File: config.mk
export PLATFORM = sky130hd
export DESIGN_NAME = irq_ctrl
export DESIGN_NICKNAME = d
export VERILOG_FILES = /design/src/include/bus_defs.svh /design/src/bus_pkg.sv /design/src/irq_ctrl.sv
export SDC_FILE = /design/constraint.sdc
export NUM_CORES = 1
export LEC_CHECK = 0
export BUFFER_PORTS_ARGS = -buffer_cell sky130_fd_sc_hd__buf_2
export CELL_PAD_IN_SITES_DETAIL_PLACEMENT = 0
export CELL_PAD_IN_SITES_GLOBAL_PLACEMENT = 1
export CORE_ASPECT_RATIO = 1.1
export CORE_UTILIZATION = 30
export CTS_BUF_LIST = sky130_fd_sc_hd__clkbuf_4 sky130_fd_sc_hd__clkbuf_8
export CTS_CLUSTER_SIZE = 24
export DETAILED_ROUTE_END_ITERATION = 12
export PLACE_DENSITY = 0.86
export SKIP_LAST_GASP = 1
export SLEW_MARGIN = 30
export SYNTH_ARGS = -nofsm -noshare
export SYNTH_HDL_FRONTEND = slang
export SYNTH_SLANG_ARGS = --single-unit
File: constraint.sdc
create_clock -name clk -period 1.7 [get_ports clk]
set_input_delay 0.17 -clock clk [delete_from_list [all_inputs] [get_ports clk]]
set_output_delay 0.17 -clock clk [all_outputs]
set_load 0.1 [all_outputs]
File: src/include/bus_defs.svh
`ifndef BUS_DEFS_SVH
`define BUS_DEFS_SVH

// physical memory map, 24-bit addresses

// ram window, base plus address width
`define BUS_RAM_BASE        24'h000000
`define BUS_RAM_BITS        15

// i/o window is phys[23:8]
`define BUS_IO_PAGE         16'h00C0

// offsets inside the i/o window
`define BUS_IO_BOARD_OFS    7'h00       // phys[7:1], two bytes
`define BUS_IO_IRQ_OFS      8'h04       // phys[7:0]
`define BUS_IO_MM_LO_OFS    4'h1        // phys[7:4], 0x10..0x1f
`define BUS_IO_MM_HI_OFS    4'h2        // phys[7:4], 0x20..0x2f

// boot rom page is phys[23:12]
`define BUS_ROM_PAGE        12'h00F
`define BUS_ROM_BITS        5           // 32 bytes, mirrored

// mapper slots, one per 4 KB of logical space
`define BUS_MM_SLOTS        16

`endif
File: src/bus_pkg.sv
`default_nettype none

package bus_pkg;

    // cpu side bus, sampled on every clk edge
    typedef struct packed {
        logic        valid;     // one-cycle access strobe
        logic        rwb;       // high = read
        logic [15:0] addr;      // logical address
        logic [7:0]  wdata;
    } cpu_bus_t;

    // mapped address, 12-bit page + 12-bit offset
    typedef logic [23:0] phys_addr_t;

    // device targeted by an access
    typedef enum logic [2:0] {
        DEV_NONE  = 3'd0,
        DEV_RAM   = 3'd1,
        DEV_ROM   = 3'd2,
        DEV_IO    = 3'd3,
        DEV_IRQ   = 3'd4,
        DEV_MM_LO = 3'd5,
        DEV_MM_HI = 3'd6
    } dev_sel_e;

endpackage

`default_nettype wire

File: src/irq_ctrl.sv
`timescale 1ns/1ps
`default_nettype none

module irq_ctrl import bus_pkg::*; (
    input  wire             clk,
    input  wire             rst,
    input  wire             i_cs,
    input  wire cpu_bus_t   i_bus,
    input  wire             i_button_n,
    input  wire             i_ext_irq,
    output logic            o_irqb,
    output logic [7:0]      o_rd_data
);

    logic [7:0] flags_q;

    // sticky flags, cleared by writing a mask
    always_ff @(posedge clk) begin
        if (rst) begin
            flags_q <= '0;
        end else if (i_cs && !i_bus.rwb) begin
            flags_q <= flags_q & i_bus.wdata;       // write wins over new sources
        end else begin
            if (!i_button_n) begin
                flags_q[0] <= 1'b1;
            end
            if (i_ext_irq) begin
                flags_q[1] <= 1'b1;
            end
        end
    end

    assign o_irqb = ~|flags_q;      // active low to the cpu

    always_ff @(posedge clk) begin
        if (i_cs && i_bus.rwb) begin
            o_rd_data <= flags_q;
        end
    end

    // cpu must come out of reset with no pending request
    a_irqb_after_rst: assert property (
        @(posedge clk)
        rst |=> o_irqb
    );

endmodule

`default_nettype wire

==> results.md <==
- Clock sink total: 16
- Maximum buffer depth of the clock tree: 2
- Synth Cell Area: 548 µm²
- Pwr/cell area: 1040 mW/mm²
- Initial antenna violation count: 0
- Reg-to-reg slack, setup: 0.93 ns
- Non-Filler Instances: 77
- Port Buf Inserts: 22
- Crit path time final: 1.63 ns
- Clock slew seen by the registers of the worst setup and hold paths: 0.09 ns
- CTS buffer count: 3
- DRC: 0
- Status: complete, no violations
- Initial drt markers: 3
- Routed wire length: 894 µm
- Latest clock arrival within the worst-skew pair: 0.28 ns
- Largest fanout on the critical path: 3
- Sequential fraction of the synthesis area: 73.1%
- Post-synthesis average cell area: 15.7 µm²
- Placed instance count: 73
- Flop and latch count out of synthesis: 16
- Die Wd: 42.8 µm
- Max cap viols: 0
- Setup bufs post-CTS: 0
- Synth Instances: 35
- CTS tree: done
- CTS Root Cell: clkbuf_4
- Wirelength per Cell: 11.6 µm
- Critical-path cell list: or4_4 > nor2_4 > buf_12
- Slew HR: 68.0%
- Antenna fix cells: 0
- Yosys cell types: 12
- Largest net degree at the start of global routing: 10
- Worst slew pin tran: 0.484 ns
- RSZ-0062 raised after global routing: false
- I/O Pins: 40
- Drt first pass iters: 4
- Global-route wire length before repair: 1400 µm
- Leading cell type in the layout, fill and taps excluded: buf_2
- Setup Skew: 0.00418 ns
- Total grt overflow: 0
- Cell leakage power: 0.378 nW
- Fill count: 155
- H-tree levels: 1
- Global Route Usage Sum: 10.3%
- Tcrit/Tclk final: 96.0%
- Hold Violations, Final: 0
- Die area: 0.00200 mm²
- Worst hold path class: in -> reg
- Vias per inst: 4.91
- Setup WS post-layout: 0.0676 ns
- Setup WS pre-CTS: 0.331 ns
- Layout cell share with drive strength beyond 1: 48.3%
- Core area: 0.00163 mm²
- Die Ht: 46.8 µm
- FMAX: 613 MHz
- Vias in the first global route: 341
- Slowest Stage Delay on Critical Path: 0.54 ns
- Initial core utilization: 33.6%
- Max Slew Vio Count: 0
- Vias after detailed routing: 378
- Worst vdd ir: 0.000323 V
- Crit path kind: reg -> out
- Crit path DAT: 1.46 ns
- Mapped Nets: 66
- Area delta synth->final: 35.2%
- YS warnings: 0
- Commonest non-fill, non-tap cells in the layout: buf_2 (21), dfxtp_1 (8), edfxtp_1 (8), o211a_1 (6), clkbuf_4 (3)
- Final antenna-violating net count: 0
- CP required: 1.53 ns
- Number of cell rows: 15
- Slowest CP cell: or4_4
- Crit path launch type: register
- Post-route setup TNS: 0 ns
- Nets@finish: 92
- Global placer's final weighted congestion: 0.698
- CP endpoint kind: output port
- # setup viols final: 0
power breakdown:
| group | leakage, nW | total (W) | internal (W) | switching [W] |
|---|---|---|---|---|
| Clock | 0.0210 | 0.000237 | 0.000130 | 0.000107 |
| Combinational | 0.207 | 0.000118 | 0.0000382 | 0.0000797 |
| Sequential | 0.150 | 0.000418 | 0.000413 | 0.00000472 |
| Total | 0.378 | 0.000773 | 0.000582 | 0.000191 |
layer usage:
metal | vias to the layer above | wire, µm | track usage (%) | share of wire [%]
li1 | 187 | - | - | -
met1 | 169 | 358 | 10.8 | 40
met2 | 20 | 431 | 16.4 | 48
met3 | 2 | 96 | 3.85 | 11
met4 | 0 | 8 | 9.38 | 0.89
met5 | - | 0 | 0 | 0
synthesized netlist by cell type:
cell	count	area share (%)
and2_1	1	1.1
a32o_1	2	3.7
o211a_1	6	11
inv_1	1	0.68
or4_1	2	2.7
nor2b_1	1	1.1
edfxtp_1	8	44
or3b_1	2	3.2
nor2_1	2	1.4
nand2b_1	1	1.1
buf_2	1	0.91
dfxtp_1	8	29
cell families (layout without fill, tap and decap cells):
family | Yosys count | in the layout | share of synthesized area, %
flops | 16 | 16 | 73.1
simple gates | 9 | 9 | 10.7
compound gates | 8 | 8 | 14.6
buf+inv | 2 | 27 | 1.60
sequential cells by signal (all words and copies together) (netlist names):
signal,cells
o_rd_data,8
flags_q,8
final cells by class:
class | count | area [µm²] | share of cell area, %
inverters | 1 | 3.75 | 0.507
multi-input cells | 17 | 154 | 20.8
repair buffers | 22 | 125 | 16.9
well taps | 17 | 21.3 | 2.87
flip-flops and latches | 16 | 400 | 54.1
clock buffers | 4 | 36.3 | 4.90
path summary, 6_finish.rpt:
check	startpoint	to	cells past startpoint
worst max-delay path	flags_q[6]	o_irqb	3
worst min-delay path	i_bus[4]	flags_q[4]	2
worst max register to register	flags_q[1]	flags_q[1]	2
worst min register to register	flags_q[2]	flags_q[2]	1
worst max-delay path, delay by kind of cell, from the launching register on:
family	cells	cell delay (ns)
simple gates	2	0.68
flops	1	0.33
buf+inv	1	0.18
metrics by stage:
| stage | power, W | cell area, µm² | hold WS (ns) | util, % |
|---|---|---|---|---|
| floorplan | 0.000504 | 556 | 0.324 | - |
| global placement | 0.000541 | 697 | 0.412 | 42.7 |
| detailed placement | 0.000543 | 697 | 0.421 | 42.7 |
| CTS | 0.000784 | 733 | 0.118 | 44.9 |
| global route | 0.000811 | 741 | 0.115 | 45.4 |
| finish | 0.000773 | 741 | 0.129 | 45.4 |
repair_timing:
item | in CTS | in global routing
hold buffers | 0 | 0
resized for setup | 0 | 2
endpoints found under the hold margin | 0 | 0
endpoints found under the setup margin | 0 | 1
(Power assumes the default switching activity.)
