===== src/include/bus_defs.svh =====
`ifndef BUS_DEFS_SVH
`define BUS_DEFS_SVH

// physical memory map, 24-bit addresses

// ram window, base plus address width
`define BUS_RAM_BASE        24'h000000
`define BUS_RAM_BITS        15

// i/o window is phys[23:8]
`define BUS_IO_PAGE         16'h00C0

// offsets inside the i/o window
`define BUS_IO_BOARD_OFS    7'h00       // phys[7:1], two bytes
`define BUS_IO_IRQ_OFS      8'h04       // phys[7:0]
`define BUS_IO_MM_LO_OFS    4'h1        // phys[7:4], 0x10..0x1f
`define BUS_IO_MM_HI_OFS    4'h2        // phys[7:4], 0x20..0x2f

// boot rom page is phys[23:12]
`define BUS_ROM_PAGE        12'h00F
`define BUS_ROM_BITS        5           // 32 bytes, mirrored

// mapper slots, one per 4 KB of logical space
`define BUS_MM_SLOTS        16

`endif

===== src/bus_pkg.sv =====
`default_nettype none

package bus_pkg;

    // cpu side bus, sampled on every clk edge
    typedef struct packed {
        logic        valid;     // one-cycle access strobe
        logic        rwb;       // high = read
        logic [15:0] addr;      // logical address
        logic [7:0]  wdata;
    } cpu_bus_t;

    // mapped address, 12-bit page + 12-bit offset
    typedef logic [23:0] phys_addr_t;

    // device targeted by an access
    typedef enum logic [2:0] {
        DEV_NONE  = 3'd0,
        DEV_RAM   = 3'd1,
        DEV_ROM   = 3'd2,
        DEV_IO    = 3'd3,
        DEV_IRQ   = 3'd4,
        DEV_MM_LO = 3'd5,
        DEV_MM_HI = 3'd6
    } dev_sel_e;

endpackage

`default_nettype wire


===== src/addr_decode.sv =====
`timescale 1ns/1ps
`default_nettype none

`include "bus_defs.svh"

module addr_decode import bus_pkg::*; (
    input  wire             clk,
    input  wire             rst,
    input  wire cpu_bus_t   i_bus,
    input  wire phys_addr_t i_phys,
    output logic            o_ram_cs,
    output logic            o_rom_cs,
    output logic            o_io_cs,
    output logic            o_irq_cs,
    output logic            o_mm_lo_cs,
    output logic            o_mm_hi_cs,
    input  wire [7:0]       i_ram_rd,
    input  wire [7:0]       i_rom_rd,
    input  wire [7:0]       i_io_rd,
    input  wire [7:0]       i_irq_rd,
    input  wire [7:0]       i_mm_rd,
    output logic [7:0]      o_rd_data,
    output logic            o_rd_valid
);

    localparam phys_addr_t RAM_BASE = `BUS_RAM_BASE;

    dev_sel_e sel;
    dev_sel_e sel_q;        // device of the read in flight
    logic     rd_pend_q;

    always_comb begin
        sel = DEV_NONE;
        if (i_phys[23:`BUS_RAM_BITS] == RAM_BASE[23:`BUS_RAM_BITS]) begin
            sel = DEV_RAM;
        end else if (i_phys[23:12] == `BUS_ROM_PAGE) begin
            sel = DEV_ROM;
        end else if (i_phys[23:8] == `BUS_IO_PAGE) begin
            if (i_phys[7:1] == `BUS_IO_BOARD_OFS) begin
                sel = DEV_IO;
            end else if (i_phys[7:0] == `BUS_IO_IRQ_OFS) begin
                sel = DEV_IRQ;
            end else if (i_phys[7:4] == `BUS_IO_MM_LO_OFS) begin
                sel = DEV_MM_LO;
            end else if (i_phys[7:4] == `BUS_IO_MM_HI_OFS) begin
                sel = DEV_MM_HI;
            end
        end
    end

    assign o_ram_cs   = i_bus.valid && (sel == DEV_RAM);
    assign o_rom_cs   = i_bus.valid && (sel == DEV_ROM);
    assign o_io_cs    = i_bus.valid && (sel == DEV_IO);
    assign o_irq_cs   = i_bus.valid && (sel == DEV_IRQ);
    assign o_mm_lo_cs = i_bus.valid && (sel == DEV_MM_LO);
    assign o_mm_hi_cs = i_bus.valid && (sel == DEV_MM_HI);

    always_ff @(posedge clk) begin
        if (rst) begin
            rd_pend_q <= 1'b0;
            sel_q     <= DEV_NONE;
        end else begin
            rd_pend_q <= i_bus.valid && i_bus.rwb;
            if (i_bus.valid && i_bus.rwb) begin
                sel_q <= sel;
            end
        end
    end

    always_comb begin
        case (sel_q)
            DEV_RAM:              o_rd_data = i_ram_rd;
            DEV_ROM:              o_rd_data = i_rom_rd;
            DEV_IO:               o_rd_data = i_io_rd;
            DEV_IRQ:              o_rd_data = i_irq_rd;
            DEV_MM_LO, DEV_MM_HI: o_rd_data = i_mm_rd;
            default:              o_rd_data = 8'hFF;   // unmapped
        endcase
    end

    assign o_rd_valid = rd_pend_q;

    // data valid only one cycle after a read strobe
    a_rd_valid_after_rd: assert property (
        @(posedge clk) disable iff (rst)
        o_rd_valid |-> $past(i_bus.valid && i_bus.rwb)
    );

endmodule

`default_nettype wire


===== config.mk =====
export PLATFORM = sky130hd
export DESIGN_NAME = addr_decode
export DESIGN_NICKNAME = d
export VERILOG_FILES = /design/src/bus_pkg.sv /design/src/addr_decode.sv
export VERILOG_INCLUDE_DIRS = /design/src /design/src/include
export SDC_FILE = /design/constraint.sdc
export NUM_CORES = 1
export LEC_CHECK = 0
export BUFFER_PORTS_ARGS = -buffer_cell sky130_fd_sc_hd__buf_2
export CAP_MARGIN = 10
export CORE_MARGIN = 2
export CORE_UTILIZATION = 30
export DETAILED_ROUTE_END_ITERATION = 6
export GPL_TIMING_DRIVEN = 0
export PLACE_DENSITY = 0.77
export SETUP_SLACK_MARGIN = 0.1
export SLEW_MARGIN = 20
export SYNTH_ARGS = -nofsm -noshare
export SYNTH_HDL_FRONTEND = slang
export SYNTH_SLANG_ARGS = --single-unit

===== constraint.sdc =====
create_clock -name clk -period 1.9 [get_ports clk]
set_clock_uncertainty 0.05 [all_clocks]
set_input_delay 0.38 -clock clk [delete_from_list [all_inputs] [get_ports clk]]
set_output_delay 0.38 -clock clk [all_outputs]
set_load 0.02 [all_outputs]

==> flow_summary.yaml <==
outcome:
  status: "finished with violations"
  violations: "negative setup slack"
setup_path:
  crit_path_end: "o_irq_cs"
  critical_path_class: "in2out"
  critPathRequiredTime_ns: 1.47
  crit_start: "i_phys[11]"
  rr_endpoint: "sel_q[2]"
  crit_path_end_kind: "output pin"
  arrival_ns: 1.78
  timing.critical_path.fanout_max: 6
  setup.worst_path.start_class: "input pin"
  worst-r2r-setup-slack_ns: 0.68
  rr_startpoint: "sel_q[2]"
  ff2ff_path_depth: 4
global_route:
  grt_start_max_net_pins: 11
  via_count_of_the_first_global_routing_pass: 1242
  grt_antenna_before_repair: 0
  grt_pass1_wl_mm: 5.285
  total_global_routing_overflow: 0
  grt_usage_pct: 20.20
layout:
  finish.utilization_pct: 60.41
  regArea_sq_um: 85.08
  multiInputGateArea_sq_um: 849.6
  insertedDiodeCount: 0
  fin_area_sq_um: 1623
  num-nets-final: 296
  fill_cells: 255
  drive_above_1_share_pct: 65.35
  final_cell_count_no_fill: 233
  syn2layout_area_growth_pct: 96.22
synth:
  number_of_enable_type_register_cells_in_the_synthesized_netlist: 0
  synth_cells: 111
  synth-async-reset-ratio_pct: 0
  flip_flop_and_latch_count_after_synthesis: 4
  synth.lib_cells_used.distinct: 38
  mappedNetlistArea_sq_um: 827.0
  avgSynthCellArea_sq_um: 7.451
  ys_seq_area_share_pct: 9.682
  synthFlopType: "dfxtp_1"
  synth_warnings: 0
  syn_nets: 203
placement:
  dpl.cell_count: 224
  finalWeightedCongestion: 0.8190
  numPortBuffers: 82
  placement.cell_area_sq_um: 1304
  dp.final_hpwl_mm: 2.278
pwr:
  leakagePower_nw: 0.6980
  vdd_ir_drop_max_v: 0.0001643
  pwr_density_cell_nw_per_um2: 254.7
clock_network:
  cts_sinks: 4
  cts.clk_slew.worst_paths_ns: 0.04
  clock_tree_from_tritoncts: "built"
  numCtsBuffers: 3
  cts_buffer_depth: 2
  htree_num_levels: 1
  clockRootBuffer: "clkbuf_4"
  clk-insertion-delay-late_ns: 0.23
timing:
  layout_setup_ws_ns: -0.3103
  tns_ns: -2.162
  hold_viol_final: 0
  max_slew_margin_pct: 75.84
  final.period_utilization_pct: 116.3
  setup_repair_after_global_routing_missed_its_margin: "yes"
  max_freq_mhz: 452.4
  finalMaxSlewViolations: 0
  finalSetupViolations: 14
  worst-slew-pin-transition_ns: 0.3597
  final_hold_slack_ns: 0.2916
  fin_crit_ns: 2.210
detailed_routing:
  wl_per_cell_microns: 14.00
  via_count: 1269
  detail_route.iter0.violations: 73
  postRouteAntennaNets: 0
  remaining_drc_errors: 0
  drt_first_pass_iters: 4
  totalWireLength_mm: 3.263
  vias_cell: 5.446
floorplan:
  start_util_pct: 30.79
  die_height_microns: 56.51
  die_width_microns: 56.51
  num_rows: 19
  io-pin-count: 107
  core_area_sq_um: 2686
  die_area_sq_um: 3193
run:
  drv.max_cap_violation_count: 0
min_path:
  holdCritPathClass: "in2reg"
  worstHoldPathCells: 2
[logic make-up (layout without fill, tap and decap cells)]
family	after synthesis	in the layout	share of synthesized area (%)
compound gates	41	41	34.80
flops	4	4	9.683
buf+inv	12	103	5.749
mux	9	9	11.65
simple gates	45	45	38.12
[sequential cells by signal, indices dropped and copies added, names as in the netlist]
| signal | flops |
|---|---|
| sel_q | 3 |
| o_rd_valid | 1 |
[through the flow]
stage                     total power, mW  setup WS (ns)
after floorplan                    0.1602        -0.1221
after global placement             0.2580        -0.4693
after detailed placement           0.2603        -0.4685
after CTS                          0.4087        -0.2832
after global routing               0.4433        -0.4094
final                              0.4133        -0.3103
[routing by layer]
layer  track usage, %  vias up  wire [microns]
li1                 -      635               -
met1            21.59      571            1222
met2            39.37       63            1709
met3            4.147        0             331
met4            5.102        0               0
met5                0        -               0
[report_power, final]
group	leakage, nW	switching (mW)	internal (mW)
combinational	0.650	0.101	0.120
clock	0.0138	0.0349	0.0707
sequential	0.0337	0.00152	0.0853
total	0.698	0.137	0.276
[synthesized netlist by cell type (3+ instances only)]
cell type / number / share of area, %
o221ai_1: 4 / 4.2
o21ai_0: 12 / 7.3
a21oi_1: 3 / 1.8
nor4_4: 3 / 7.7
dfxtp_1: 4 / 9.7
inv_1: 5 / 2.3
nor2_1: 3 / 1.4
a211oi_1: 3 / 2.7
a31oi_1: 3 / 2.3
mux2i_1: 4 / 4.8
o22ai_1: 3 / 2.3
nor2b_1: 4 / 3.0
mux2_2: 5 / 6.8
nor4b_1: 3 / 3.2
clkbuf_1: 3 / 1.4
a221oi_1: 3 / 3.2
a311o_1: 3 / 3.6
nand2_1: 16 / 7.3
[worst min path at each step]
stage,start,endpoint,slack (ns)
after floorplan,rst,sel_q[2],0.40
after global placement,rst,sel_q[2],0.54
after detailed placement,rst,sel_q[2],0.54
after CTS,rst,sel_q[0],0.28
after global routing,rst,sel_q[0],0.30
final,rst,sel_q[0],0.29
[layout by cell type (no fill, tap or decap), types with 2 or more instances in the layout]
cell      netlist  routed
buf_8           0       2
inv_1           5       5
dfxtp_1         4       2
buf_6           0      12
a211oi_1        3       3
mux2_4          0       5
o21ai_1         0       7
a31oi_1         3       3
nor3_1          2       2
a221oi_2        0       3
clkbuf_4        0       7
buf_4           0      11
o21ai_0        12       5
nand2_1        16      15
o22ai_1         3       2
nor2_1          3       3
a21oi_1         3       2
nor4b_2         0       2
nor4_4          3       5
mux2i_1         4       4
a311o_1         3       3
and4_4          0       2
o221ai_2        0       4
and3_2          0       2
nor2b_4         0       2
buf_2           2      65
nor2b_1         4       2
[layout make-up]
| class | count | area share (%) |
|---|---|---|
| tap | 31 | 2.390 |
| sequential | 4 | 5.243 |
| clock buffer | 3 | 1.388 |
| timing repair buffer | 88 | 33.69 |
| multi-input combinational | 95 | 52.35 |
| buffer | 7 | 3.778 |
| inverter | 5 | 1.157 |
[what timing repair did]
item                       CTS  global route
pin swaps                   16             7
hold buffers                 0             0
resized for setup           59            11
setup endpoints to repair   14            14
hold endpoints to repair     0             0
setup buffers                5             1
[worst max-delay path, stage by stage]
cell and delay (ns):
buf_2 0.11, nor4_4 0.34, nand2_1 0.14, nor4_4 0.40, and4_4 0.29, buf_6 0.11
Note: power is estimated with default switching activity, not from simulation.
