File: src/include/bus_defs.svh
`ifndef BUS_DEFS_SVH
`define BUS_DEFS_SVH

// physical memory map, 24-bit addresses

// ram window, base plus address width
`define BUS_RAM_BASE        24'h000000
`define BUS_RAM_BITS        15

// i/o window is phys[23:8]
`define BUS_IO_PAGE         16'h00C0

// offsets inside the i/o window
`define BUS_IO_BOARD_OFS    7'h00       // phys[7:1], two bytes
`define BUS_IO_IRQ_OFS      8'h04       // phys[7:0]
`define BUS_IO_MM_LO_OFS    4'h1        // phys[7:4], 0x10..0x1f
`define BUS_IO_MM_HI_OFS    4'h2        // phys[7:4], 0x20..0x2f

// boot rom page is phys[23:12]
`define BUS_ROM_PAGE        12'h00F
`define BUS_ROM_BITS        5           // 32 bytes, mirrored

// mapper slots, one per 4 KB of logical space
`define BUS_MM_SLOTS        16

`endif
File: src/bus_pkg.sv
`default_nettype none

package bus_pkg;

    // cpu side bus, sampled on every clk edge
    typedef struct packed {
        logic        valid;     // one-cycle access strobe
        logic        rwb;       // high = read
        logic [15:0] addr;      // logical address
        logic [7:0]  wdata;
    } cpu_bus_t;

    // mapped address, 12-bit page + 12-bit offset
    typedef logic [23:0] phys_addr_t;

    // device targeted by an access
    typedef enum logic [2:0] {
        DEV_NONE  = 3'd0,
        DEV_RAM   = 3'd1,
        DEV_ROM   = 3'd2,
        DEV_IO    = 3'd3,
        DEV_IRQ   = 3'd4,
        DEV_MM_LO = 3'd5,
        DEV_MM_HI = 3'd6
    } dev_sel_e;

endpackage

`default_nettype wire

File: src/board_io.sv
`timescale 1ns/1ps
`default_nettype none

module board_io import bus_pkg::*; (
    input  wire             clk,
    input  wire             rst,
    input  wire             i_cs,
    input  wire cpu_bus_t   i_bus,
    input  wire [7:0]       i_sw,
    output logic [7:0]      o_led,
    output logic [7:0]      o_rd_data
);

    logic sw_sel;
    logic led_wr;

    assign sw_sel = i_bus.addr[0];                          // 0 = leds, 1 = switches
    assign led_wr = i_cs && !i_bus.rwb && !sw_sel;          // switch offset is read only

    always_ff @(posedge clk) begin
        if (rst) begin
            o_led <= '0;
        end else if (led_wr) begin
            o_led <= i_bus.wdata;
        end
    end

    always_ff @(posedge clk) begin
        if (i_cs && i_bus.rwb) begin
            o_rd_data <= sw_sel ? i_sw : o_led;
        end
    end

endmodule

`default_nettype wire

File: config.mk
export PLATFORM = sky130hd
export DESIGN_NAME = board_io
export DESIGN_NICKNAME = d
export VERILOG_FILES = /design/src/include/bus_defs.svh /design/src/bus_pkg.sv /design/src/board_io.sv
export SDC_FILE = /design/constraint.sdc
export NUM_CORES = 1
export LEC_CHECK = 0
export BUFFER_PORTS_ARGS = -buffer_cell sky130_fd_sc_hd__buf_2
export CAP_MARGIN = 20
export CORE_MARGIN = 2
export CORE_UTILIZATION = 41
export CTS_CLUSTER_SIZE = 28
export DETAILED_ROUTE_END_ITERATION = 10
export GPL_ROUTABILITY_DRIVEN = 0
export PLACE_DENSITY = 0.81
export SLEW_MARGIN = 20
export SYNTH_ARGS = -nofsm -noshare
export SYNTH_HDL_FRONTEND = slang
export SYNTH_SLANG_ARGS = --single-unit
File: constraint.sdc
create_clock -name clk -period 1.58 [get_ports clk]
set_input_delay 0.158 -clock clk [delete_from_list [all_inputs] [get_ports clk]]
set_output_delay 0.158 -clock clk [all_outputs]
set_load 0.01 [all_outputs]
==> results of run 1 <==
cells in the mapped netlist:
cell,instances
clkbuf_1,1
mux2i_1,8
mux2_2,8
buf_6,2
nor3b_2,1
nand2b_1,16
edfxtp_1,8
dfxtp_1,8
and2_1,1
layout make-up:
cell class / instances / area (um2) / share of cell area, %
clock buffer: 4 / 36.28 / 3.882
sequential: 16 / 400.4 / 42.84
tap: 17 / 21.27 / 2.276
multi-input combinational: 34 / 289.0 / 30.92
timing repair buffer: 37 / 187.7 / 20.08
flip-flops by register name, indices dropped and copies added, names as in the netlist:
| signal | flops |
|---|---|
| o_rd_data | 8 |
| o_led | 8 |
power by group through the flow:
stage / Clock [mW] / Combinational [mW] / Sequential (mW)
after floorplan: 0 / 0.0504 / 0.480
after global placement: 0 / 0.0991 / 0.471
after detailed placement: 0 / 0.103 / 0.472
after CTS: 0.268 / 0.103 / 0.462
after global routing: 0.286 / 0.111 / 0.464
final: 0.262 / 0.102 / 0.462
metal layers:
metal,up-vias,GRT usage [%],routed length (um)
li1,258,-,-
met1,236,14.32,553
met2,23,20.85,647
met3,2,3.968,87
met4,0,8.571,25
met5,-,0,0
path summary, 6_finish.rpt:
path | startpoint | endpoint | depth (start not counted)
min | i_bus[1] | o_led[1] | 3
max reg2reg | o_led[4] | o_rd_data[4] | 1
min reg2reg | o_led[3] | o_led[3] | 2
max | o_rd_data[4] | o_rd_data[4] | 1
cells by family after synthesis:
group                  Yosys count  share of synthesized area (%)
DFF                             16                          55.94
muxes                           16                          23.78
buffers and inverters            3                          3.671
and+or+nand+nor                 18                          16.61
==> metrics.txt, run 1 <==
outcome finished, final reports clean; GRT Overall Usage 12.85%; min-delay worst type input pin to register; post-synth top area share 33.57%; achievable frequency 1.040 GHz; first-pass GRT wire length 1821 um; Yosys warning count 0; minimum hold slack 125.1 ps; CTS clk-pin slew, worst paths 90 ps; TritonCTS Buffers 3; Pint 0.6527 mW; row cnt 15; CP Class register to output pin; Die Span Y 45.78 um; actual slew at the worst max-slew pin 347.0 ps; P per Cell Area 884.1 mW/mm2; Post-Syn Instances 53; hpwl dp 1013 um; via count 519; diodes inserted 0; sequential share of power 55.9%; Arr. time, crit path 800 ps; worst skew pair latency 280 ps; number of global-route vias before repair 419; worst endpoint required time 1420 ps; clock tree buffer depth 2; CP cell instances buf_2; Clk pwr share 31.7%; commonest non-fill, non-tap cell in the layout buf_2; static leakage power 0.4191 nW; final cell count without fillers 108; final wirelength 1314 um; Buf/Inv on CP 1; dpl ws 557.5 ps; CP endpoint kind output pin; # port buffers 36; post_cts resized 0; Initial Utilization 42.37%; Seq cells post-synth 16; Rel. slew slack 76.86%; Post-Synthesis Net Count 90; # setup viols final 0; R2R Setup Slk 720 ps; Area contributors post-synth edfxtp_1 (34%), dfxtp_1 (22%), nand2b_1 (14%); dpl cells 104; critical path's top delay family flip-flops; Yosys cell types 9; share of post-route cells with drive strength above 1 54.95%; clk_skew 4.571 ps; CP Launch Type register; TritonCTS clock tree built; Crit Path Max Fanout 1; final setup TNS 0 ps; antenna violations before repair 0; WL/cell 12.17 um; period utilization 60.87%; final hold vios 0; Die X-Extent 45.78 um; number of placed I/O pins 53; fin crit period 961.8 ps; antenna viol nets, final 0; Net Sw Power 0.1736 mW; fill count 148; switch share 21.01%; post-route cell area 934.6 um2; Logic pwr share 12.4%; H-Tree Depth 1; Area growth syn-to-layout 30.59%; hold buffers post-CTS 0; most frequent cells in the layout buf_2 (36), nand2b_1 (16); Residual DRC 0; register area share after synthesis 55.94%; final-report max-slew violation count 0; DRT iter0 DRCs 4; synthesized area per cell 13.50 um2; maximum VDD drop 0.0003802 V; drt pass-1 iters 4; largest net degree at the start of global routing 17; fin nets 129; die area 0.002096 mm2; Core Region 0.001689 mm2; Root Buffer clkbuf_4; clock sinks 16; max_cap viols 0; drt via density 4.806; Mapped Area 715.7 um2; Slowest-stage cell, CP edfxtp_1; Cell Area, Placed 898.4 um2; Final WS setup 618.2 ps; Final Power 0.8263 mW; RSZ-0062 raised after global routing no; GRT overflow 0; critical path's largest stage delay 380 ps; Yosys top cell by area edfxtp_1; setup bufs post-CTS 0; post-layout util 55.33%
(Power assumes the default switching activity.)
==> run 2, diff against run 1 <==
- ABC_AREA: not set -> 1
- CORE_UTILIZATION: 41 -> 37
- PLACE_DENSITY: 0.81 -> 0.76
- clock period: 1.58 -> 1 ns (I/O delays scaled with it)
==> run 2 against run 1 <==
  * Via count increased by 12%
  * Power grew 51%
  * Routed wire length increased by 3.1%
  * Register-to-register slack worse by 460 ps
  * Sequential cell count is the same
  * Global-route usage rose by 0.58 points
  * Cell area shrank 4.3%
  * Largest cell class unchanged
==> metrics.txt, run 2 <==
outcome finished, final reports clean; GRT overflow 0 (unchanged); hpwl dp 1018 um (+0.52%); footprint of the multi-input gates 211.5 um2 (-27%); P per Cell Area 1399 mW/mm2 (+58%); Area contributors post-synth edfxtp_1 (36%), dfxtp_1 (24%), nand2_1 (14%); CTS clk-pin slew, worst paths 90 ps (about the same); Net Sw Power 0.2986 mW (+72%); Seq cells post-synth 16 (unchanged); Buf/Inv on CP 1 (unchanged); TritonCTS clock tree built; CP Launch Type register; synthesized area per cell 8.414 um2 (-38%); worst skew pair latency 280 ps (about the same); CP Class register to output pin; Regs by FF count o_led (8), o_rd_data (8); FF/Latch Area 400.4 um2 (unchanged); hold buffers post-CTS 0 (unchanged); fin crit period 899.5 ps; synth cell count leaders nand2_1 (25), nor2_1 (16), inv_1 (11); sequential share of power 58.8% (+2.9 points); clock tree buffer depth 2 (unchanged); Post-synth EDFFs 8 (unchanged); minimum hold slack 38.23 ps (-86.91 ps); clock sinks 16 (unchanged); Yosys cell types 10 (+1); max_cap viols 0 (unchanged); fill count 194 (+31%); share of post-route cells with drive strength above 1 34.75% (-20 points); via count 579 (+12%); post_cts resized 0 (unchanged); drt via density 4.049 (-16%); Pint 0.9526 mW (+46%); Logic pwr share 13.7% (+1.3 points); Mapped Area 673.1 um2 (-5.9%); DRT iter0 DRCs 8 (+4); GRT Overall Usage 13.43% (+0.58 points); achievable frequency 1.112 GHz; post-synth top area share 35.69% (+2.1 points); number of global-route vias before repair 483 (+15%); number of placed I/O pins 53 (unchanged); fraction of the mapped netlist area in adder cells 0% (unchanged); diodes inserted 0 (unchanged); worst endpoint required time 900 ps (-520 ps); commonest non-fill, non-tap cell in the layout buf_2; Die X-Extent 46.66 um (+1.9%); compound-gate portion of the synthesized area 5.948% (+5.9 points); final wirelength 1355 um (+3.1%); post-route cell area 894.6 um2 (-4.3%); antenna viol nets, final 0 (unchanged); main combinational cell family by area after synthesis simple AND/OR/NAND/NOR gates; row cnt 15 (unchanged); critical path's largest stage delay 370 ps (about the same); TritonCTS Buffers 3 (unchanged); Slowest-stage cell, CP edfxtp_1; first-pass GRT wire length 1904 um (+4.6%); most frequent cells in the layout buf_2 (36), nand2_1 (25), nor2_1 (16); min-delay worst type input pin to register; Clk pwr share 27.5% (-4.2 points); actual slew at the worst max-slew pin 286.1 ps (-60.93 ps); H-Tree Depth 1 (unchanged); post-layout util 51.81% (-3.5 points); Root Buffer clkbuf_4; clk_skew 8.910 ps (+4.339 ps); Yosys warning count 0 (unchanged); Arr. time, crit path 800 ps (about the same); Cell Area, Placed 868.3 um2 (-3.3%); final setup TNS 0 ps (unchanged); # setup viols final 0 (unchanged); Residual DRC 0 (unchanged); register area share after synthesis 59.48% (+3.5 points); Core Region 0.001727 mm2 (+2.2%); largest net degree at the start of global routing 18 (+1); RSZ-0062 raised after global routing no; Crit Path Max Fanout 1 (unchanged); CP cell instances buf_2; post-synthesis xor/xnor area fraction 0% (unchanged); Post-Syn Instances 80 (+51%); CP endpoint kind output pin; static leakage power 0.4824 nW (+15%); Rel. slew slack 80.91% (+4.0 points); setup bufs post-CTS 0 (unchanged); Area growth syn-to-layout 32.90%; drt pass-1 iters 4 (unchanged); share of flip-flops with an asynchronous set or reset 0% (unchanged); maximum VDD drop 0.0004752 V (+25%); final hold vios 0 (unchanged); final-report max-slew violation count 0 (unchanged); Post-Synthesis Net Count 117 (+30%); multiplexer share of the synthesized area 0% (-24 points); die area 0.002177 mm2 (+3.9%); Die Span Y 46.66 um (+1.9%); antenna violations before repair 0 (unchanged); switch share 23.86% (+2.9 points); critical path's top delay family flip-flops; Post-Synth Simple-Gate Area 25.46% (+8.9 points); Most used DFF post-synth edfxtp_1; Yosys top cell by area edfxtp_1; WL/cell 9.476 um (-22%); # port buffers 36 (unchanged); period utilization 89.95%; cell with the most instances after synthesis nand2_1; Initial Utilization 38.99% (-3.4 points); fin nets 156 (+21%)
run 2: changes by cell type in the layout (fill, tap and decap cells not counted), sizes merged:
cell and change:
and2 -1, buf -1, inv +12, mux2 -8, mux2i -8, nand2 +25
nand2b -16, nand3 +1, nor2 +16, nor3b -1, o21ai +8
run 2: logic make-up (layout without fill, tap and decap cells):
family                 Yosys count  in the layout
DFF                             16             16
and+or+nand+nor                 42             42
AOI/OAI and AO/OA                8              8
buffers and inverters           14             52
run 2: area by class of cell:
type	instances	area share, %
Multi-Input combinational cell	50	23.64
Sequential cell	16	44.76
Tap cell	25	3.497
Inverter	12	5.035
Timing Repair Buffer	36	20.14
Clock buffer	4	2.937
run 2: power by group through the flow:
stage,clock network [mW],logic (mW),registers [mW]
after floorplan,0,0.0727,0.769
after global placement,0,0.169,0.749
after detailed placement,0,0.171,0.752
after CTS,0.356,0.173,0.737
after global routing,0.390,0.193,0.740
final,0.344,0.172,0.736
run 2: per-stage QoR:
stage	cells	worst slack (ps)	total power, mW
2_1_floorplan	80	302.5	0.8413
3_3_place_gp	139	156.1	0.9177
3_5_place_dp	139	146.4	0.9234
4_1_cts	143	85.20	1.265
5_1_grt	143	47.06	1.323
6_report	143	100.5	1.251
run 2: final timing paths:
kind / slack (ps) / to / cells after the start / from
setup reg to reg: 260 / o_rd_data[7] / 2 / o_led[7]
hold reg to reg: 540 / o_led[4] / 4 / o_led[4]
setup / recovery: 100 / o_rd_data[3] / 1 / o_rd_data[3]
hold / removal: 40 / o_led[5] / 3 / i_bus[5]
run 2: layer usage:
| layer | up-vias | track usage [%] | part of all wire [%] |
|---|---|---|---|
| li1 | 319 | - | - |
| met5 | - | 0 | 0 |
| met4 | 0 | 13.33 | 3.7 |
| met3 | 4 | 1.569 | 8.0 |
| met1 | 229 | 16.01 | 44 |
| met2 | 27 | 20.28 | 44 |
