[src/include/bus_defs.svh]
`ifndef BUS_DEFS_SVH
`define BUS_DEFS_SVH

// physical memory map, 24-bit addresses

// ram window, base plus address width
`define BUS_RAM_BASE        24'h000000
`define BUS_RAM_BITS        15

// i/o window is phys[23:8]
`define BUS_IO_PAGE         16'h00C0

// offsets inside the i/o window
`define BUS_IO_BOARD_OFS    7'h00       // phys[7:1], two bytes
`define BUS_IO_IRQ_OFS      8'h04       // phys[7:0]
`define BUS_IO_MM_LO_OFS    4'h1        // phys[7:4], 0x10..0x1f
`define BUS_IO_MM_HI_OFS    4'h2        // phys[7:4], 0x20..0x2f

// boot rom page is phys[23:12]
`define BUS_ROM_PAGE        12'h00F
`define BUS_ROM_BITS        5           // 32 bytes, mirrored

// mapper slots, one per 4 KB of logical space
`define BUS_MM_SLOTS        16

`endif
[src/bus_pkg.sv]
`default_nettype none

package bus_pkg;

    // cpu side bus, sampled on every clk edge
    typedef struct packed {
        logic        valid;     // one-cycle access strobe
        logic        rwb;       // high = read
        logic [15:0] addr;      // logical address
        logic [7:0]  wdata;
    } cpu_bus_t;

    // mapped address, 12-bit page + 12-bit offset
    typedef logic [23:0] phys_addr_t;

    // device targeted by an access
    typedef enum logic [2:0] {
        DEV_NONE  = 3'd0,
        DEV_RAM   = 3'd1,
        DEV_ROM   = 3'd2,
        DEV_IO    = 3'd3,
        DEV_IRQ   = 3'd4,
        DEV_MM_LO = 3'd5,
        DEV_MM_HI = 3'd6
    } dev_sel_e;

endpackage

`default_nettype wire

[src/memory_mapper.sv]
`timescale 1ns/1ps
`default_nettype none

`include "bus_defs.svh"

module memory_mapper import bus_pkg::*; (
    input  wire             clk,
    input  wire             rst,
    input  wire cpu_bus_t   i_bus,
    input  wire             i_lo_cs,
    input  wire             i_hi_cs,
    output logic [7:0]      o_rd_data,
    output phys_addr_t      o_phys
);

    logic [11:0] slot_q [`BUS_MM_SLOTS];
    logic [3:0]  reg_sel;
    logic [3:0]  slot_sel;
    logic        wr_en;
    logic        rd_en;

    assign reg_sel  = i_bus.addr[3:0];      // register index in the i/o window
    assign slot_sel = i_bus.addr[15:12];    // logical 4 KB page
    assign wr_en    = !i_bus.rwb;
    assign rd_en    = i_bus.rwb;

    // slot registers, identity map out of reset
    always_ff @(posedge clk) begin
        if (rst) begin
            for (int i = 0; i < `BUS_MM_SLOTS; i++) begin
                slot_q[i] <= 12'(i);
            end
        end else if (i_lo_cs && wr_en) begin
            slot_q[reg_sel][7:0] <= i_bus.wdata;
        end else if (i_hi_cs && wr_en) begin
            slot_q[reg_sel][11:8] <= i_bus.wdata[3:0];
        end
    end

    // register readback
    always_ff @(posedge clk) begin
        if (i_lo_cs && rd_en) begin
            o_rd_data <= slot_q[reg_sel][7:0];
        end else if (i_hi_cs && rd_en) begin
            o_rd_data <= {4'h0, slot_q[reg_sel][11:8]};
        end
    end

    // a write above is seen by the very next access
    assign o_phys = {slot_q[slot_sel], i_bus.addr[11:0]};

    // decoder must never select both register banks
    a_mm_cs_excl: assert property (
        @(posedge clk) disable iff (rst)
        !(i_lo_cs && i_hi_cs)
    );

endmodule

`default_nettype wire

[config.mk]
export PLATFORM = sky130hd
export DESIGN_NAME = memory_mapper
export DESIGN_NICKNAME = d
export VERILOG_FILES = /design/src/bus_pkg.sv /design/src/memory_mapper.sv
export VERILOG_INCLUDE_DIRS = /design/src /design/src/include
export SDC_FILE = /design/constraint.sdc
export NUM_CORES = 1
export LEC_CHECK = 0
export BUFFER_PORTS_ARGS = -buffer_cell sky130_fd_sc_hd__buf_2
export CAP_MARGIN = 20
export CORE_MARGIN = 2
export CORE_UTILIZATION = 25
export DETAILED_ROUTE_END_ITERATION = 16
export HOLD_SLACK_MARGIN = 0.08
export REMOVE_ABC_BUFFERS = 1
export SLEW_MARGIN = 0
export SYNTH_ARGS = -nofsm -noshare
export SYNTH_HDL_FRONTEND = slang
export SYNTH_SLANG_ARGS = --single-unit
[constraint.sdc]
create_clock -name clk -period 2.15 [get_ports clk]
set_input_delay 0.215 -clock clk [delete_from_list [all_inputs] [get_ports clk]]
set_output_delay 0.215 -clock clk [all_outputs]
set_load 0.01 [all_outputs]
==> impl_metrics.json, run 1 <==
{
  "ys_ff_latch": 200,
  "gp_congestion": 0.831,
  "viasPerCell": 4.68,
  "crit_top_cell": "mux4_2",
  "root_buffer": "clkbuf_16",
  "skew_ns": 0.00947,
  "drtPass1Iterations": 5,
  "cts_buffers": 17,
  "slew_violations": 0,
  "critPathSlowestCell": "mux4_2",
  "rsz0062_at_grt": "yes",
  "antenna_found_initial": 3,
  "grt_max_degree": 33,
  "nets": 809,
  "synth_cell_type_count": 41,
  "internal_power_uw": 6790,
  "fmax_mhz": 440,
  "clkLatencyLatePin_ns": 0.44,
  "worstReg2RegEnd": "o_rd_data[3]$_DFFE_PP_",
  "syn_area_sq_um": 10800,
  "crit_chain": "mux4_2 -> mux4_2 -> buf_6",
  "timing.rr.start": "slot_q[4][3]$_SDFFCE_PN0P_",
  "critical-path-max-stage-delay_ns": 0.55,
  "track_usage": 0.130,
  "period_minus_slack_ns": 2.27,
  "post_layout_nonfiller_instances": 1376,
  "p_comb_frac": 0.133,
  "fp-row-count": 76,
  "ys.flop_type": "edfxtp_1",
  "ios": 62,
  "drive_above_1_share": 0.346,
  "power.density_nw_per_um2": 703,
  "crit_arrival_ns": 2.06,
  "multi_input_area_sq_um": 4430,
  "htreeDepth": 4,
  "drtIter0Drc": 420,
  "placed_cells": 1332,
  "cts_sinks": 200,
  "ys_seq_area_frac": 0.555,
  "remaining_drc_errors": 0,
  "cts_tree": "built",
  "core-area_sq_um": 42900,
  "violations": "setup timing",
  "grt_pass1_vias": 6840,
  "synthToLayoutAreaGrowth_pct": 17.0,
  "whs_endpoint": "slot_q[8][7]$_SDFFCE_PN0P_",
  "status": "finished, violations left",
  "worstHoldStart": "i_bus[7]",
  "register_area_sq_um": 6010,
  "worst-path-max-fanout": 2,
  "die_w_um": 212,
  "sw_frac_of_total": 0.238,
  "hold_path_depth": 2,
  "initial_utilization": 0.253,
  "final.period_utilization": 1.06,
  "r2r_cells": 5,
  "fillCellCount": 4249,
  "ctsLongestPathBuffers": 2,
  "routed_wl_um": 28300,
  "whs_ns": 0.264,
  "hold_violations": 0,
  "async_flop_share": 0,
  "die_h_um": 212,
  "power_frac_clock": 0.349,
  "grt-ovfl-total": 0,
  "synth_area_per_cell_sq_um": 15.1,
  "grt_pass1_wl_um": 42800,
  "cts_hold_buf": 0,
  "post_drt_wl_per_cell_um": 20.6,
  "port_buffers": 44,
  "antenna_left": 0,
  "postSynthCellCount": 718,
  "max_slew.worst_pin.slew_ns": 0.661,
  "end_kind": "primary output",
  "clkTransAtPathRegs_ns": 0.07,
  "crit_type": "reg -> out",
  "seq_power_share": 0.518,
  "crit_required_ns": 1.93,
  "hp-class": "in -> reg",
  "cap_violations": 0,
  "leakage_uw": 0.00430,
  "final_cell_mix": "edfxtp_1 (200), and2_1 (162), mux4_2 (96)",
  "critPathBufInv": 1,
  "finalSetupViolCount": 12,
  "synth_edf_count": 200,
  "slew_headroom": 0.559,
  "yosysWarnings": 0,
  "diodes": 0,
  "setup_ws_ns": -0.124,
  "dieArea_sq_um": 45000,
  "vias": 6436,
  "r2r_slack_ns": 0.33,
  "switchingPower_uw": 2120,
  "startpoint_type": "flop",
  "final_common_cell": "edfxtp_1",
  "dp_hpwl_um": 21100,
  "ir_drop_mv": 0.426,
  "crit_family": "multiplexers"
}
-- repair_timing --
item,CTS,global route
resized for setup,11,2
buffers inserted,9,4
setup endpoints to repair,12,12
gates cloned,0,0
-- synthesized netlist by cell type, types with 5 or more instances --
library cell / n / area [sq um]
nor2_1: 38 / 143
buf_2: 11 / 55.1
mux2i_1: 21 / 210
buf_4: 17 / 128
nand2_1: 11 / 41.3
and2_1: 162 / 1010
a211oi_1: 5 / 37.5
or2_2: 32 / 200
a22oi_1: 5 / 37.5
a22o_1: 7 / 61.3
clkbuf_1: 34 / 128
edfxtp_1: 200 / 6010
mux4_2: 95 / 2140
o221ai_1: 5 / 43.8
or3_1: 32 / 200
-- power by group through the flow --
stage | registers [uW] | clock network [uW] | logic [uW]
final | 4620 | 3110 | 1180
after global routing | 4640 | 3290 | 1250
after CTS | 4620 | 3140 | 1180
after detailed placement | 4700 | 0 | 1120
after global placement | 4690 | 0 | 1110
after floorplan | 4650 | 0 | 577
-- metal layers --
layer / vias up / track usage / routed length, um
li1: 2874 / - / -
met1: 3331 / 0.150 / 11000
met2: 173 / 0.237 / 15200
met3: 52 / 0.0225 / 1210
met4: 6 / 0.0549 / 839
met5: - / 0 / 40
-- cell type report --
| cell class | count | area share |
|---|---|---|
| Multi-Input combinational cell | 448 | 0.349 |
| Sequential cell | 200 | 0.474 |
| Timing Repair Buffer | 111 | 0.0742 |
| Clock buffer | 19 | 0.0342 |
| Inverter | 1 | 0.000296 |
| Clock inverter | 12 | 0.0103 |
| Tap cell | 585 | 0.0578 |
-- state kept, by name, indices dropped and copies added (netlist names) --
register and cells:
slot_q 192, o_rd_data 8
-- logic make-up (layout without fill, tap and decap cells) --
| kind of cell | Yosys count | count (layout) | synth area share |
|---|---|---|---|
| and+or+nand+nor | 290 | 290 | 0.157 |
| buffers and inverters | 70 | 143 | 0.0363 |
| AOI/OAI and AO/OA | 38 | 38 | 0.0293 |
| muxes | 120 | 120 | 0.223 |
| DFF | 200 | 200 | 0.555 |
-- worst max path at each step --
stage | start | endpoint | slack (ns) | cells after the start
after floorplan | i_bus[10] | slot_q[4][0]$_SDFFCE_PN0P_ | 0.28 | 4
after global placement | i_bus[20] | o_phys[13] | 0.05 | 5
after detailed placement | i_bus[20] | o_phys[19] | 0.06 | 6
after CTS | slot_q[11][2]$_SDFFCE_PN0P_ | o_phys[14] | -0.13 | 3
after global routing | slot_q[3][1]$_SDFFCE_PN1P_ | o_phys[13] | -0.15 | 3
final | slot_q[0][2]$_SDFFCE_PN0P_ | o_phys[14] | -0.12 | 3
-- metrics by stage --
step / util / total power (uW) / setup TNS, ns / worst slack (ns) / cell area, sq um
after CTS: 0.294 / 8940 / -1.19 / -0.129 / 12600
after global routing: 0.295 / 9180 / -1.47 / -0.147 / 12700
final: 0.295 / 8910 / -1.04 / -0.124 / 12700
after global placement: 0.278 / 5800 / 0 / 0.0511 / 11900
after floorplan: - / 5220 / 0 / 0.281 / 10400
after detailed placement: 0.278 / 5820 / 0 / 0.0550 / 11900
No activity file was read; power rests on OpenSTA's default activity.
==> run 2: changes to the inputs <==
Settings changed: CTS_BUF_LIST set to sky130_fd_sc_hd__clkbuf_8.
==> impl_metrics.json, run 2 (same netlist as run 1, synthesis figures left out) <==
{
  "worst-path-max-fanout": 2,
  "post_drt_wl_per_cell_um": 20.6,
  "final_util": 0.291,
  "root_buffer": "clkbuf_8",
  "grt_max_degree": 33,
  "hold_violations": 0,
  "gp_congestion": 0.831,
  "status": "finished, violations left",
  "largest_registers": "slot_q (192), o_rd_data (8)",
  "finalSetupViolCount": 12,
  "fmax_mhz": 428,
  "final_common_cell": "edfxtp_1",
  "dieArea_sq_um": 45000,
  "ios": 62,
  "crit_top_cell": "mux4_2",
  "vias": 6392,
  "crit_required_ns": 1.93,
  "largest_register_ffs": 192,
  "clkTransAtPathRegs_ns": 0.10,
  "die_w_um": 212,
  "critical-path-max-stage-delay_ns": 0.55,
  "rsz0062_at_grt": "yes",
  "dp_hpwl_um": 21100,
  "critPathSlowestCell": "mux4_2",
  "cts_hold_buf": 0,
  "clkLatencyLatePin_ns": 0.49,
  "nets": 809,
  "startpoint_type": "flop",
  "slew_headroom": 0.571,
  "htreeDepth": 4,
  "ctsLongestPathBuffers": 2,
  "ir_drop_mv": 0.334,
  "final.period_utilization": 1.09,
  "fillCellCount": 4283,
  "cts_buffers": 17,
  "antenna_found_initial": 3,
  "wl_met3_um": 1090,
  "crit_type": "reg -> out",
  "grt_pass1_wl_um": 42600,
  "period_minus_slack_ns": 2.34,
  "synthToLayoutAreaGrowth_pct": 15.3,
  "hp-class": "in -> reg",
  "diodes": 0,
  "largest_register": "slot_q",
  "leakage_uw": 0.00422,
  "drtPass1Iterations": 6,
  "final_area_sq_um": 12500,
  "remaining_drc_errors": 0,
  "max_slew.worst_pin.slew_ns": 0.643,
  "antenna_left": 0,
  "slew_violations": 0,
  "route.met2.wl_um": 15200,
  "drtIter0Drc": 454,
  "initial_utilization": 0.253,
  "drive_above_1_share": 0.346,
  "register_area_sq_um": 6010,
  "die_h_um": 212,
  "fp-row-count": 76,
  "routed_wl_um": 28300,
  "cts_sinks": 200,
  "crit_chain": "mux4_2 -> mux4_2 -> buf_6",
  "multi_input_area_sq_um": 4430,
  "core-area_sq_um": 42900,
  "grt_pass1_vias": 6799,
  "cap_violations": 0,
  "postPlaceCellArea_sq_um": 11900,
  "violations": "setup timing",
  "end_kind": "primary output",
  "power.density_nw_per_um2": 651,
  "port_buffers": 44,
  "crit_arrival_ns": 2.12,
  "track_usage": 0.129,
  "met1Wirelength_um": 11200,
  "pre_cts_ws_ns": 0.0550,
  "whs_ns": 0.234,
  "highest_layer": "met5",
  "critPathBufInv": 1,
  "setup_ws_ns": -0.187,
  "final_cell_mix": "edfxtp_1 (200), and2_1 (162), mux4_2 (96)",
  "cts_tree": "built",
  "viasPerCell": 4.65,
  "crit_family": "multiplexers",
  "grt-ovfl-total": 0,
  "skew_ns": 0.0164
}
==> run 2: worst paths after layout <==
check                             start                          to  slack, ns  cells past startpoint
max          slot_q[0][2]$_SDFFCE_PN0P_                  o_phys[14]      -0.19                      3
min                            i_bus[7]  slot_q[3][7]$_SDFFCE_PN0P_       0.23                      2
max reg2reg  slot_q[0][9]$_SDFFCE_PN0P_      o_rd_data[1]$_DFFE_PP_       0.33                      5
min reg2reg  slot_q[6][5]$_SDFFCE_PN0P_  o_rd_data[5]$_SDFFCE_PN0P_       0.87                      3
==> run 2: per-stage QoR <==
step / setup TNS (ns) / power, uW / std cells
2_1_floorplan: 0 / 5220 / 649
3_3_place_gp: 0 / 5800 / 1332
3_5_place_dp: 0 / 5820 / 1332
4_1_cts: -1.90 / 8150 / 1370
5_1_grt: -2.17 / 8380 / 1376
6_report: -1.74 / 8120 / 1376
==> run 2: worst register-to-register path, stage by stage (launching register included) <==
cell	delay [ns]
edfxtp_1	0.42
buf_4	0.15
mux4_2	0.48
a22o_1	0.23
a211oi_1	0.24
a21oi_1	0.06
==> run 2: metal layers <==
| metal | vias to the layer above | track usage |
|---|---|---|
| met2 | 176 | 0.236 |
| li1 | 2869 | - |
| met4 | 6 | 0.0527 |
| met5 | - | 0 |
| met1 | 3294 | 0.150 |
| met3 | 47 | 0.0220 |
==> run 2: layout make-up <==
class,count,share of cell area
sequential,200,0.481
clock buffer,17,0.0187
multi-input combinational,448,0.355
clock inverter,14,0.0110
timing repair buffer,111,0.0754
inverter,1,0.000301
tap,585,0.0586
==> run 2: report_power, final <==
group | switching, uW | internal, uW
Sequential | 115 | 4500
Combinational | 600 | 586
Clock | 1310 | 1010
Total | 2030 | 6090
==> run 2: what timing repair did <==
item                                    CTS  global route
endpoints found under the setup margin   12            12
resized for setup                        11             2
endpoints found under the hold margin     0             0
setup buffers                             7             6
==> run 3: changes to the inputs <==
Settings changed: CELL_PAD_IN_SITES_DETAIL_PLACEMENT set to 0, CELL_PAD_IN_SITES_GLOBAL_PLACEMENT set to 1, GPL_ROUTABILITY_DRIVEN set to 0, PLACE_DENSITY_LB_ADDON set to 0.1.
==> impl_metrics.json, run 3 (same netlist as run 1, synthesis figures left out) <==
{
  "status": "finished, violations left",
  "violations": "setup timing",
  "drtPass1Iterations": 5,
  "cts_tree": "built",
  "fillCellCount": 4283,
  "crit_required_ns": 1.93,
  "largest_register_ffs": 192,
  "final_util": 0.291,
  "fin_total_pwr_uw": 8120,
  "htreeDepth": 4,
  "final_cell_mix": "edfxtp_1 (200), and2_1 (162), mux4_2 (96)",
  "worst-path-max-fanout": 2,
  "die_w_um": 212,
  "antenna_left": 0,
  "largest_register": "slot_q",
  "hp-class": "in -> reg",
  "fp-row-count": 76,
  "multi_input_area_sq_um": 4430,
  "grt_max_degree": 33,
  "hold_violations": 0,
  "ctsLongestPathBuffers": 2,
  "routed_wl_um": 33900,
  "ios": 62,
  "initial_utilization": 0.253,
  "final.period_utilization": 1.11,
  "final_common_cell": "edfxtp_1",
  "postPlaceCellArea_sq_um": 12000,
  "die_h_um": 212,
  "clkTransAtPathRegs_ns": 0.12,
  "rsz0062_at_grt": "yes",
  "cts_hold_buf": 0,
  "vias": 6492,
  "power.density_nw_per_um2": 651,
  "ir_drop_mv": 0.290,
  "crit_arrival_ns": 2.17,
  "period_minus_slack_ns": 2.39,
  "dieArea_sq_um": 45000,
  "cts_buffers": 17,
  "slew_violations": 0,
  "clkLatencyLatePin_ns": 0.50,
  "final_area_sq_um": 12500,
  "synthToLayoutAreaGrowth_pct": 15.1,
  "track_usage": 0.157,
  "cts_sinks": 200,
  "drtIter0Drc": 358,
  "drive_above_1_share": 0.352,
  "grt_pass1_wl_um": 49500,
  "antenna_found_initial": 2,
  "setup_tns_ns": -2.16,
  "root_buffer": "clkbuf_8",
  "leakage_uw": 0.00423,
  "whs_ns": 0.250,
  "startpoint_type": "flop",
  "post_drt_wl_per_cell_um": 24.5,
  "finalSetupViolCount": 12,
  "cap_violations": 0,
  "max_slew.worst_pin.slew_ns": 0.753,
  "dp_hpwl_um": 25000,
  "viasPerCell": 4.69,
  "r2r_slack_ns": 0.25,
  "crit_type": "reg -> out",
  "remaining_drc_errors": 0,
  "end_kind": "primary output",
  "fmax_mhz": 419,
  "nets": 817,
  "register_area_sq_um": 6010,
  "core-area_sq_um": 42900,
  "setup_ws_ns": -0.237,
  "port_buffers": 44,
  "skew_ns": 0.0144,
  "grt_pass1_vias": 6963,
  "grt-ovfl-total": 0,
  "slew_headroom": 0.498,
  "largest_registers": "slot_q (192), o_rd_data (8)"
}
-- run 3: repair_timing --
| item | 4_1_cts | 5_1_grt |
|---|---|---|
| endpoints found under the hold margin | 0 | 0 |
| setup endpoints to repair | 12 | 12 |
| resized for setup | 10 | 1 |
| setup buffers | 9 | 1 |
-- run 3: worst max-delay path, stage by stage, from the launching register on --
cell and delay, ns:
edfxtp_1 0.43, mux4_2 0.54, mux4_2 0.55, buf_6 0.15
-- run 3: cell type report --
class / count / share of cell area
flip-flops and latches: 200 / 0.482
multi-input cells: 448 / 0.355
repair buffers: 119 / 0.0763
well taps: 585 / 0.0587
clock buffers: 17 / 0.0188
clock inverters: 14 / 0.00834
inverters: 1 / 0.000301
diodes: 1 / 0.000201
-- run 3: worst paths after layout --
| check | cells past startpoint | end | startpoint |
|---|---|---|---|
| max | 3 | o_phys[14] | slot_q[3][2]$_SDFFCE_PN0P_ |
| min reg2reg | 3 | o_rd_data[4]$_SDFFCE_PN0P_ | slot_q[7][4]$_SDFFCE_PN0P_ |
| max reg2reg | 5 | o_rd_data[3]$_DFFE_PP_ | slot_q[6][3]$_SDFFCE_PN0P_ |
| min | 2 | slot_q[4][7]$_SDFFCE_PN0P_ | i_bus[7] |
-- run 3: per-layer routing --
| layer | global-route usage | up-vias | part of all wire |
|---|---|---|---|
| met2 | 0.257 | 151 | 0.48 |
| met5 | 0 | - | 0.00038 |
| met1 | 0.210 | 3411 | 0.45 |
| met3 | 0.0267 | 36 | 0.039 |
| li1 | - | 2892 | - |
| met4 | 0.0568 | 2 | 0.023 |
-- run 3: where the power goes --
| group | internal, uW | total (uW) | switching (uW) |
|---|---|---|---|
| Combinational | 578 | 1230 | 649 |
| Clock | 806 | 2260 | 1450 |
| Sequential | 4500 | 4630 | 133 |
-- run 3: through the flow --
step | setup WS [ns] | std cells
after floorplan | 0.281 | 649
after global placement | -0.117 | 1343
after detailed placement | -0.0570 | 1343
after CTS | -0.274 | 1383
after global routing | -0.300 | 1385
final | -0.237 | 1385
